`src/verilog/clock_pkg.sv`:
```
package clock_pkg;

	// ----------------------------------------
	// time fields
	// ----------------------------------------
	localparam int FIELD_W = 6;

	localparam int SEC_MAX = 59;
	localparam int MIN_MAX = 59;
	localparam int HR_MAX  = 23;

	// ----------------------------------------
	// modes and field select
	// ----------------------------------------
	localparam logic [1:0] MODE_CLOCK = 2'd0;
	localparam logic [1:0] MODE_SETUP = 2'd1;
	localparam logic [1:0] MODE_ALARM = 2'd2;

	localparam logic [1:0] POS_SEC = 2'd0;
	localparam logic [1:0] POS_MIN = 2'd1;
	localparam logic [1:0] POS_HR  = 2'd2;

	// display: six digits, segments a..g with a on bit 6
	localparam int N_DIGITS = 6;
	localparam int SEG_W    = 7;

	// push buttons
	localparam int N_KEYS    = 4;
	localparam int KEY_MODE  = 0;
	localparam int KEY_POS   = 1;
	localparam int KEY_STEP  = 2;
	localparam int KEY_ALARM = 3;

endpackage

```
`src/verilog/seg_scan.sv`:
```
`timescale 1ns/1ns

module seg_scan import clock_pkg::*; (
	input  logic                clk,
	input  logic                rst_n,
	input  logic                i_scan,
	input  logic [FIELD_W-1:0]  i_sec,
	input  logic [FIELD_W-1:0]  i_min,
	input  logic [FIELD_W-1:0]  i_hr,
	output logic [SEG_W-1:0]    o_seg,
	output logic [N_DIGITS-1:0] o_seg_enb
);

	localparam int IDX_W = $clog2(N_DIGITS);

	logic [IDX_W-1:0] scan_idx;
	logic [3:0]       sec_tens;
	logic [3:0]       sec_ones;
	logic [3:0]       min_tens;
	logic [3:0]       min_ones;
	logic [3:0]       hr_tens;
	logic [3:0]       hr_ones;
	logic [3:0]       digit;

	// active high, {a, b, c, d, e, f, g}
	function automatic logic [SEG_W-1:0] seg_decode(input logic [3:0] num);
		logic [SEG_W-1:0] seg;
		case (num)
			4'd0:    seg = 7'b111_1110;
			4'd1:    seg = 7'b011_0000;
			4'd2:    seg = 7'b110_1101;
			4'd3:    seg = 7'b111_1001;
			4'd4:    seg = 7'b011_0011;
			4'd5:    seg = 7'b101_1011;
			4'd6:    seg = 7'b101_1111;
			4'd7:    seg = 7'b111_0000;
			4'd8:    seg = 7'b111_1111;
			4'd9:    seg = 7'b111_0011;
			default: seg = 7'b000_0000; // blank
		endcase
		return seg;
	endfunction

	// ----------------------------------------
	// tens and ones
	// ----------------------------------------
	assign sec_tens = 4'(i_sec / 10);
	assign sec_ones = 4'(i_sec % 10);
	assign min_tens = 4'(i_min / 10);
	assign min_ones = 4'(i_min % 10);
	assign hr_tens  = 4'(i_hr / 10);
	assign hr_ones  = 4'(i_hr % 10);

	// ----------------------------------------
	// digit scan
	// ----------------------------------------
	always_ff @(posedge clk or negedge rst_n) begin
		if (!rst_n) begin
			scan_idx <= '0;
		end else if (i_scan) begin
			if (scan_idx == IDX_W'(N_DIGITS - 1)) begin
				scan_idx <= '0;
			end else begin
				scan_idx <= scan_idx + 1'b1;
			end
		end
	end

	always_comb begin
		case (scan_idx)
			3'd0:    digit = sec_ones;
			3'd1:    digit = sec_tens;
			3'd2:    digit = min_ones;
			3'd3:    digit = min_tens;
			3'd4:    digit = hr_ones;
			3'd5:    digit = hr_tens;
			default: digit = 4'hf;
		endcase
	end

	assign o_seg     = seg_decode(digit);
	assign o_seg_enb = ~(N_DIGITS'(1) << scan_idx); // one cold

endmodule

```
`config.mk`:
```
export PLATFORM = sky130hd
export DESIGN_NAME = seg_scan
export DESIGN_NICKNAME = d
export VERILOG_FILES = /design/src/verilog/clock_pkg.sv /design/src/verilog/seg_scan.sv
export SDC_FILE = /design/constraint.sdc
export NUM_CORES = 1
export LEC_CHECK = 0
export ABC_AREA = 1
export BUFFER_PORTS_ARGS = -buffer_cell sky130_fd_sc_hd__buf_4
export CORE_MARGIN = 3
export CORE_UTILIZATION = 49
export CTS_BUF_LIST = sky130_fd_sc_hd__clkbuf_8
export DETAILED_ROUTE_END_ITERATION = 8
export GPL_TIMING_DRIVEN = 0
export HOLD_SLACK_MARGIN = 0.12
export PLACE_DENSITY = 0.81
export SLEW_MARGIN = 20
export SYNTH_ARGS = -nofsm -noshare
export SYNTH_HDL_FRONTEND = slang
export SYNTH_SLANG_ARGS = --single-unit
```
`constraint.sdc`:
```
create_clock -name clk -period 7.9 [get_ports clk]
set_input_delay 0.395 -clock clk [delete_from_list [all_inputs] [get_ports clk]]
set_output_delay 0.395 -clock clk [all_outputs]
set_load 0.03 [all_outputs]
```
==> results of run 1 <==
## Yosys cell counts, drive strengths merged
master	n
nand2	89
inv	38
nand3	33
nor2	18
ha	13
o21ai	13
a21oi	4
dfrtp	3
nand3b	2
nand4	2
o21bai	2
o22ai	2
a221oi	1
a32oi	1
and2	1
o31ai	1
or2	1
xor2	1
## metal layers
| metal | vias up | track usage | part of all wire |
|---|---|---|---|
| li1 | 803 | - | - |
| met1 | 657 | 0.269 | 0.47 |
| met2 | 42 | 0.331 | 0.48 |
| met3 | 2 | 0.00928 | 0.046 |
| met4 | 0 | 0.0305 | 0.0029 |
| met5 | - | 0 | 0 |
## area by class of cell
class	count	area, um^2
clock inverter	1	3.75
fill	236	723
timing repair buffer	34	258
multi-input combinational	184	1020
sequential	3	75.1
clock buffer	3	41.3
tap	28	35.0
inverter	38	143
## worst max-delay path, stage by stage (launching register included)
cell and delay (ns):
sky130_fd_sc_hd__dfrtp_1 0.46, sky130_fd_sc_hd__nor2_2 0.22, sky130_fd_sc_hd__nand2_2 0.14, sky130_fd_sc_hd__nand3_1 0.11
sky130_fd_sc_hd__nand3_1 0.12, sky130_fd_sc_hd__inv_1 0.07, sky130_fd_sc_hd__nand2_1 0.07, sky130_fd_sc_hd__o21ai_1 0.16
sky130_fd_sc_hd__inv_1 0.11, sky130_fd_sc_hd__ha_1 0.19, sky130_fd_sc_hd__nand3_1 0.08, sky130_fd_sc_hd__nor2_1 0.05
sky130_fd_sc_hd__nand3_1 0.10, sky130_fd_sc_hd__nand3_2 0.11, sky130_fd_sc_hd__nand2_1 0.08, sky130_fd_sc_hd__nand3_1 0.08
sky130_fd_sc_hd__nand2_2 0.09, sky130_fd_sc_hd__nand2_1 0.09, sky130_fd_sc_hd__nand2_1 0.08, sky130_fd_sc_hd__nand3_2 0.08
sky130_fd_sc_hd__nand2_2 0.13, sky130_fd_sc_hd__inv_1 0.07, sky130_fd_sc_hd__ha_1 0.17, sky130_fd_sc_hd__nand3b_1 0.17
sky130_fd_sc_hd__nand2_1 0.08, sky130_fd_sc_hd__nand2_1 0.04, sky130_fd_sc_hd__nand2_1 0.05, sky130_fd_sc_hd__buf_4 0.15
## metrics by stage
stage	utilization	worst slack, ns	cells
after floorplan	-	4.39	225
after global placement	0.661	4.19	286
after detailed placement	0.661	4.17	286
after CTS	0.685	3.93	291
after global routing	0.685	3.47	291
final	0.685	3.91	291
## cells by family after synthesis
family,after synthesis
and+or+nand+nor,146
buffers and inverters,38
AOI/OAI and AO/OA,24
adders and majority gates,13
DFF,3
xor gates and xnor gates,1
## worst min path at each step
stage                       from     endpoint  slack, ns  cells after the start
after floorplan            rst_n  scan_idx[0]        0.1                      0
after global placement     rst_n  scan_idx[2]       0.18                      1
after detailed placement   rst_n  scan_idx[2]       0.18                      1
after CTS                 i_scan  scan_idx[0]       0.43                      3
after global routing      i_scan  scan_idx[0]       0.48                      3
final                     i_scan  scan_idx[0]       0.46                      3
## timing repair
action,in CTS,in global routing
resized for setup,0,0
hold endpoints to repair,3,0
hold buffers,1,0
setup buffers,0,0
==> impl.org, run 1 <==
** Status
- The flow ran to the end, and the final reports show no timing, DRC or antenna violations.

** Clock tree
- Clock tree from TritonCTS :: built
- Number of clock sinks :: 3
- Source-to-sink clock delay at the later pin of the worst-skew pair :: 0.21 ns
- CTS built an H-tree with a depth of 1.
- Clock slew at reported path FFs :: 0.03 ns
- Counting along the longest clock path gives a buffer depth of 2.
- TritonCTS created 3 clock buffers.
- Clock tree root buffer cell :: sky130_fd_sc_hd__clkbuf_8

** Finish
- The register with the most flip-flops in the layout has 3 of them.
- Most used cells in the layout excluding fill and tap cells :: sky130_fd_sc_hd__nand2_1, sky130_fd_sc_hd__buf_4, sky130_fd_sc_hd__inv_1
- Number of antenna cells inserted :: 0
- In the final layout, the share of cells above drive strength 1 is 0.255.
- Number of nets in the final layout :: 298
- Final std cell area, no fill :: 1570 um^2
- From synthesis to final layout, the design area changed by 27.3%.
- Biggest register :: scan_idx
- Leading cell type in the layout, fill and taps excluded :: sky130_fd_sc_hd__nand2_1
- In the final layout, the registers with the most flip-flops are scan_idx (3).

** GRT
- Summed over all layers, the global routing overflow is 0.
- Across every metal layer, demand over resource in global routing totals 0.193.
- Number of global-route vias before repair :: 1245
- Pin count of the biggest net entering global routing :: 10
- Antenna violations before repair :: 0
- The first global-routing pass estimated 5100 um of wire.

** Synth
- Area fraction in and, or, nand and nor cells after synthesis :: 0.550
- Of the total synthesized cell area, the portion taken by full adders, half adders and majority gates is 0.132.
- Instance count of the mapped netlist :: 225
- The synthesized-area fraction occupied by ao, oa, aoi and oai cells is 0.136.
- The share of the Yosys chip area taken by registers is 0.0607.
- Cell area after synthesis :: 1240 um^2
- A synthesized cell averages 5.49 um^2.
- By area, the combinational part of the netlist is dominated by simple AND/OR/NAND/NOR gates.
- Count of state elements after synthesis :: 3
- Of the total synthesized cell area, the portion taken by XOR and XNOR cells is 0.00709.
- For this run, the number of Yosys warnings is 0.
- Mux cell area share after synthesis :: 0
- Sorting the synthesized cells by area gives the leading types as sky130_fd_sc_hd__nand2_1, sky130_fd_sc_hd__ha_1, sky130_fd_sc_hd__nand3_1.
- The synthesized netlist contains 28 unique library cells.
- The number of nets in the synthesized netlist is 259.
- The largest total area in the synthesized netlist belongs to sky130_fd_sc_hd__nand2_1.
- Area share of the largest cell type after synthesis :: 0.252

** Floorplan
- Area enclosed by the die boundary :: 3160 um^2
- Number of top-level design ports :: 34
- The floorplan has 17 rows.
- From bottom edge to top edge, the die measures 56.2 um.
- Core Box Area :: 2300 um^2
- Die X-Extent :: 56.2 um
- The initial utilization of the core area, before any placement, comes to 0.538.

** STA
- Setup violations remaining at the end of the flow were counted as 0.
- Skew final :: 0.00161 ns
- Derived from the worst setup path, the maximum achievable clock frequency is 251 MHz.
- Of the available clock period, the critical path in the final layout requires 0.505.
- Post-route minimum period :: 3.99 ns
- For the pin with the worst max-slew slack, the measured transition is 0.495 ns.
- The number of failing hold endpoints at the final stage is 0.
- Slew headroom :: 0.667
- Sum Neg Setup Slack :: 0 ns
- Max Transition Viols Final :: 0
- Setup repair after global routing missed its margin :: no
- Hold Slack :: 0.456 ns

** Placement
- At the end of routability-driven placement, the weighted congestion stood at 0.890.
- During placement, the flow inserted port buffers numbering 33.
- Detailed placement finished with a half-perimeter wire length of 2500 um.
- Cell Area, Placed :: 1520 um^2

** Routing
- Pre-antenna DRT Iters :: 5
- Post-detailed-route via-to-cell ratio :: 5.17
- In the final routed layout, each cell accounts on average for 10.6 um.
- In this run, the number of DRC markers left after iteration 0 of detailed routing was 58.
- In the routed design, unresolved DRC markers number 0.
- Summing over every cut layer, the via total after detailed routing is 1504.
- The count of nets left with antenna violations once routing finished came out at 0.
- Total detailed-routing wirelength :: 3090 um

** Critical path
- Crit. Startpoint :: scan_idx[0]
- CP startpoint kind :: register
- Along the worst path, the maximum fanout reaches 7.
- End of the critical path :: o_seg[6]
- Number of cells on the worst reg-to-reg path :: 3
- Startpoint of the most critical register-to-register path :: scan_idx[2]
- Setup slack on the worst reg-to-reg path comes out at 6.67 ns.
- Required time reported for the critical path endpoint :: 7.51 ns
- The critical path is of the register to output pin type.
- The worst setup path is captured at an output pin.
- The worst register-to-register path ends at scan_idx[2].
- Data arrival time at the worst-slack endpoint :: 3.59 ns

** Worst hold path
- In this run the worst hold path is classified as input pin to register.

** Run
- Max capacitance violation total :: 0
Power of run 1 is not shown: default switching activity piles up to over one toggle a cycle in this logic, so the estimate is an artifact.
==> run 2: changes to the inputs <==
--- a/config.mk
+++ b/config.mk
@@ -13,7 +13,7 @@
 export DETAILED_ROUTE_END_ITERATION = 8
 export GPL_TIMING_DRIVEN = 0
 export HOLD_SLACK_MARGIN = 0.12
-export PLACE_DENSITY = 0.81
+export PLACE_DENSITY = 0.84
 export SLEW_MARGIN = 20
 export SYNTH_ARGS = -nofsm -noshare
 export SYNTH_HDL_FRONTEND = slang
==> constraint.sdc (replaced) <==
create_clock -name clk -period 3.5 [get_ports clk]
set_input_delay 0.175 -clock clk [delete_from_list [all_inputs] [get_ports clk]]
set_output_delay 0.175 -clock clk [all_outputs]
set_load 0.03 [all_outputs]
==> run 2 against run 1 <==
Compared with the run above:
- the run now fails in 5_1_grt
- synthesized cell count stayed put
- area after synthesis did not move
==> impl.org, run 2 <==
** Synth
- The number of nets in the synthesized netlist is 259 (unchanged).
- The synthesized netlist cell count came to 225 (unchanged).
- The dominant synthesized flop cell is sky130_fd_sc_hd__dfrtp_1 (unchanged).
- List of most frequent post-synthesis cells :: sky130_fd_sc_hd__nand2_1, sky130_fd_sc_hd__inv_1, sky130_fd_sc_hd__nand3_1, sky130_fd_sc_hd__nor2_1, sky130_fd_sc_hd__ha_1 (unchanged)
- The synthesized area divided by synthesized cell count came to 5.49 um^2 (unchanged).
- Post-synth ARST share :: 1.00 (unchanged)
- Largest cells by area after synthesis: sky130_fd_sc_hd__nand2_1, sky130_fd_sc_hd__ha_1, sky130_fd_sc_hd__nand3_1 (unchanged).
- The count of state elements after synthesis was 3 (unchanged).
- The netlist area before placement came to 1240 um^2 (unchanged).
- The most repeated cell in the gate-level netlist after synthesis is sky130_fd_sc_hd__nand2_1 (unchanged).
- The number of enable-type register cells in the synthesized netlist is 0 (unchanged).
- The cell type contributing the most total cell area after synthesis is sky130_fd_sc_hd__nand2_1 (unchanged).
- Area share of the largest cell type after synthesis :: 0.252 (unchanged)
- The yosys synthesis warning count came to 0 (unchanged).
- Cell variety after synth :: 28 (unchanged)
- Share of synthesized area occupied by flip-flops and latches :: 0.0607 (unchanged)

** Placement
- The placer congestion estimate was 0.875 (was 0.890).
- I/O Buffers :: 33 (unchanged)
- The worst-case setup slack after placement was -0.0578 ns (was 4.17 ns).
- The cell total after placement is 286 (unchanged).
- The placed wire-length estimate is 2590 um (was 2500 um).

** Floorplan
- The vertical die dimension is 56.2 um (unchanged).
- The number of placed I/O pins is 34 (unchanged).
- Die X-Extent :: 56.2 um (unchanged)
- Core Rows :: 17 (unchanged)
- The initial core utilization was 0.538 (unchanged).

** GRT
- In the global route stage, overall resource usage came out at 0.684.
- The total overflow left after global routing is 90.
- Entering global routing, the biggest net connects 8 pins.

** STA
- Worst-path endpoint after global-route repair_timing :: o_seg[3]
- After the last repair the worst path ends at a primary output.

** Clock tree
- H-tree lvl count :: 1 (unchanged)
- Inserted Clock Buffers :: 3 (unchanged)
- The maximum clock path buffer count came to 2 (unchanged).
- The cell at the root of the clock tree was sky130_fd_sc_hd__clkbuf_8 (unchanged).
- The TritonCTS sink count is 3 (unchanged).

** Status
- Run status :: did not finish (was finished clean)
- The tool reported: "[ERROR GRT-0232] Routing congestion too high. Check the congestion heatmap in the GUI".
- Exit stage :: 5_1_grt
[run 2: cell counts after synthesis]
Identical to the previous run, type by type.
[run 2: kinds of logic after synthesis]
kind of cell    Yosys count  share of synthesized area
simple gates            146                      0.550
buf+inv                  38                      0.115
compound gates           24                      0.136
fa+ha+maj                13                      0.132
flops                     3                     0.0607
xor+xnor                  1                    0.00709
[run 2: per-stage QoR]
stage | hold slack [ns] | utilization | cell area, um^2 | TNS [ns]
CTS | 0.216 | 0.774 | 1780 | -0.0274
detailed placement | -0.0357 | 0.661 | 1520 | -0.218
global placement | -0.0359 | 0.661 | 1520 | -0.0911
floorplan | -0.121 | - | 1240 | 0
[run 2: what timing repair did]
action | 4_1_cts
hold buffers | 1
pin swaps | 10
hold endpoints to repair | 3
setup endpoints to repair | 7
setup buffers | 17
gates resized for setup | 24
[run 2: routing by layer]
layer | track usage | GRT overflow
met5 | 0 | 0
met4 | 0.878 | 35
met3 | 0.339 | 0
met2 | 0.935 | 55
met1 | 0.657 | 0
==> run 3: changes to the inputs <==
--- a/config.mk
+++ b/config.mk
@@ -8,12 +8,10 @@
 export ABC_AREA = 1
 export BUFFER_PORTS_ARGS = -buffer_cell sky130_fd_sc_hd__buf_4
 export CORE_MARGIN = 3
-export CORE_UTILIZATION = 49
-export CTS_BUF_LIST = sky130_fd_sc_hd__clkbuf_8
+export CORE_UTILIZATION = 34
 export DETAILED_ROUTE_END_ITERATION = 8
 export GPL_TIMING_DRIVEN = 0
-export HOLD_SLACK_MARGIN = 0.12
-export PLACE_DENSITY = 0.84
+export PLACE_DENSITY_LB_ADDON = 0.15
 export SLEW_MARGIN = 20
 export SYNTH_ARGS = -nofsm -noshare
 export SYNTH_HDL_FRONTEND = slang
==> constraint.sdc (replaced) <==
create_clock -name clk -period 4.5 [get_ports clk]
set_input_delay 0.225 -clock clk [delete_from_list [all_inputs] [get_ports clk]]
set_output_delay 0.225 -clock clk [all_outputs]
set_load 0.03 [all_outputs]
==> run 3 against run 2 <==
Compared with the run above:
- the run now ends clean
==> impl.org, run 3 (same netlist as run 1, synthesis figures left out) <==
** STA
- In the final timing run, aggregate negative setup slack is 0 ns.
- Skew final :: 0.00266 ns
- The number of failing hold endpoints at the final stage is 0.
- Setup repair after global routing missed its margin :: no
- Setup-violating endpoint count in the final report :: 0
- Derived from the worst setup path, the maximum achievable clock frequency is 255 MHz.
- The number of pins with negative max-slew slack in the final report was 0.
- Transition time at the pin with the least slew margin :: 0.446 ns
- Dividing the final minimum period by the clock period gives 0.871.
- Across all hold checks on the routed design, the worst slack comes to 0.255 ns.
- Slew headroom :: 0.699
- Counting I/O delays and the setup requirement, the final critical path takes 3.92 ns.

** Critical path
- Data arrives at the worst endpoint at 3.70 ns.
- The worst register-to-register path has a depth of 3.
- In this run the worst path has a maximum fanout of 7.
- In this run the critical register-to-register path is captured at scan_idx[2].
- CP startpoint kind :: register
- For the worst setup path, the data required time is 4.28 ns.
- Following the worst setup path forward leads to its endpoint at o_seg[6].
- The worst register-to-register path begins at scan_idx[2].
- Across all register-to-register paths, the minimum setup slack is 3.25 ns.
- In this run the worst setup path begins at scan_idx[0].
- The worst setup path is captured at an output pin.
- The critical path in this run is classified as register to output pin.

** Worst hold path
- In this run the most critical hold path is launched from i_scan.
- Along the worst hold path, the cell count comes to 3.
- The path class of the tightest hold or removal check is input pin to register.

** GRT
- The first global-routing pass estimated 5830 um of wire.
- For this run, the total global-route usage over all layers was measured as 0.163.
- The initial antenna violation count was 0.
- Remaining global-route overflow :: 0
- The via count of the first global-routing pass is 1448.
- Entering global routing, the biggest net connects 10 pins.

** Finish
- Counting the fill cells in the layout gives 397.
- Top flop regs :: scan_idx (3)
- Counting flops per register, the top entry is scan_idx.
- Number of nets in the final layout :: 298
- Multi-input gate area in the final layout :: 1020 um^2
- For this run, the share of the core covered by cells in the final layout is 0.462.
- The number of antenna diodes in the final layout is 0.
- Area Growth Syn to Fin :: 27.6%
- Most used cells in the layout excluding fill and tap cells :: sky130_fd_sc_hd__nand2_1, sky130_fd_sc_hd__buf_4, sky130_fd_sc_hd__inv_1
- Leading cell type in the layout, fill and taps excluded :: sky130_fd_sc_hd__nand2_1
- Across the whole layout, storage elements account for 75.1 um^2.
- Number of flip-flops under the largest register name :: 3
- Of the cells placed in the final design, the portion with a size suffix greater than 1 is 0.255.

** Status
- Run status :: finished clean (was did not finish)

** Floorplan
- Number of top-level design ports :: 34 (unchanged)
- Core Box Area :: 3420 um^2
- The horizontal die dimension is 66.3 um (was 56.2 um).
- Die extent in y :: 66.3 um (was 56.2 um)
- The row count was 21 (was 17).
- The die covers 4400 um^2.
- The initial core utilization is 0.362 (was 0.538).

** Placement
- I/O Buffers :: 33 (unchanged)
- Final Wtd Congestion :: 0.807 (was 0.875)
- The placed wire-length estimate came to 2700 um (was 2590 um).

** Clock tree
- Number of clock sinks :: 3 (unchanged)
- Clk buf depth :: 2 (unchanged)
- Inserted Clock Buffers :: 3 (unchanged)
- The total of hold buffers inserted after clock tree synthesis came to 1 (unchanged).
- TritonCTS built the clock tree.
- Clock slew at reported path FFs :: 0.03 ns
- The later pin in the worst-skew pair is clocked with a latency of 0.23 ns.
- The cell at the root of the clock tree was sky130_fd_sc_hd__clkbuf_4 (was sky130_fd_sc_hd__clkbuf_8).
- The number of gates resized after CTS came to 0 (was 24).
- The H-tree depth came to 1 (unchanged).
- # Post-CTS Setup Buffers :: 0 (was 17)

** Routing
- Before antenna repair, the detailed router went through 4 iterations.
- Dividing the detail-routed via count by the number of cells gives 4.70.
- In the final routed layout, each cell accounts on average for 10.3 um.
- Post-detailed-route count of antenna-violating nets :: 0
- Total detailed-routing wirelength :: 3190 um
- The final route contains 1451 vias.
- The detailed router finished its first iteration with 46 violations.
- DRC Markers :: 0

** Run
- Max capacitance violation total :: 0
run 3: final cells by class:
type	count	share of cell area
clock buffers	4	0.0167
inverters	38	0.0904
multi-input cells	184	0.646
flip-flops and latches	3	0.0476
well taps	46	0.0365
repair buffers	34	0.163
run 3: how the worst min path moves through the flow:
stage,to,slack [ns]
finish,scan_idx[0],0.26
global route,scan_idx[0],0.28
CTS,scan_idx[0],0.24
detailed placement,scan_idx[2],0.02
global placement,scan_idx[2],0.02
floorplan,scan_idx[0],-0.07
run 3: through the flow:
step	cells	instance area [um^2]	setup slack, ns
floorplan	225	1240	1.16
global placement	304	1540	0.853
detailed placement	304	1540	0.823
CTS	309	1580	0.560
global route	309	1580	0.0653
finish	309	1580	0.580
run 3: critical path: stages (launching register included):
cell	delay, ns
sky130_fd_sc_hd__dfrtp_1	0.45
sky130_fd_sc_hd__nor2_2	0.24
sky130_fd_sc_hd__nand2_2	0.16
sky130_fd_sc_hd__inv_2	0.13
sky130_fd_sc_hd__nand2_1	0.08
sky130_fd_sc_hd__nand3_1	0.09
sky130_fd_sc_hd__nand2_1	0.09
sky130_fd_sc_hd__o21ai_1	0.19
sky130_fd_sc_hd__inv_1	0.12
sky130_fd_sc_hd__ha_1	0.20
sky130_fd_sc_hd__nand3_1	0.08
sky130_fd_sc_hd__nor2_1	0.05
sky130_fd_sc_hd__nand3_1	0.10
sky130_fd_sc_hd__nand3_2	0.11
sky130_fd_sc_hd__nand2_1	0.09
sky130_fd_sc_hd__o21ai_2	0.07
sky130_fd_sc_hd__nand2_2	0.09
sky130_fd_sc_hd__nand2_1	0.09
sky130_fd_sc_hd__nand2_1	0.09
sky130_fd_sc_hd__nand3_2	0.08
sky130_fd_sc_hd__nand2_2	0.12
sky130_fd_sc_hd__inv_1	0.07
sky130_fd_sc_hd__ha_1	0.16
sky130_fd_sc_hd__nand3b_1	0.17
sky130_fd_sc_hd__nand2_1	0.08
sky130_fd_sc_hd__nand2_1	0.05
sky130_fd_sc_hd__nand2_1	0.05
sky130_fd_sc_hd__buf_4	0.15
run 3: layer usage:
layer,vias up,part of all wire,track usage
li1,795,-,-
met4,0,0,0.0381
met1,641,0.50,0.207
met5,-,0,0
met3,0,0.022,0.0102
met2,15,0.48,0.296
Power of run 3 is left out for the same reason.
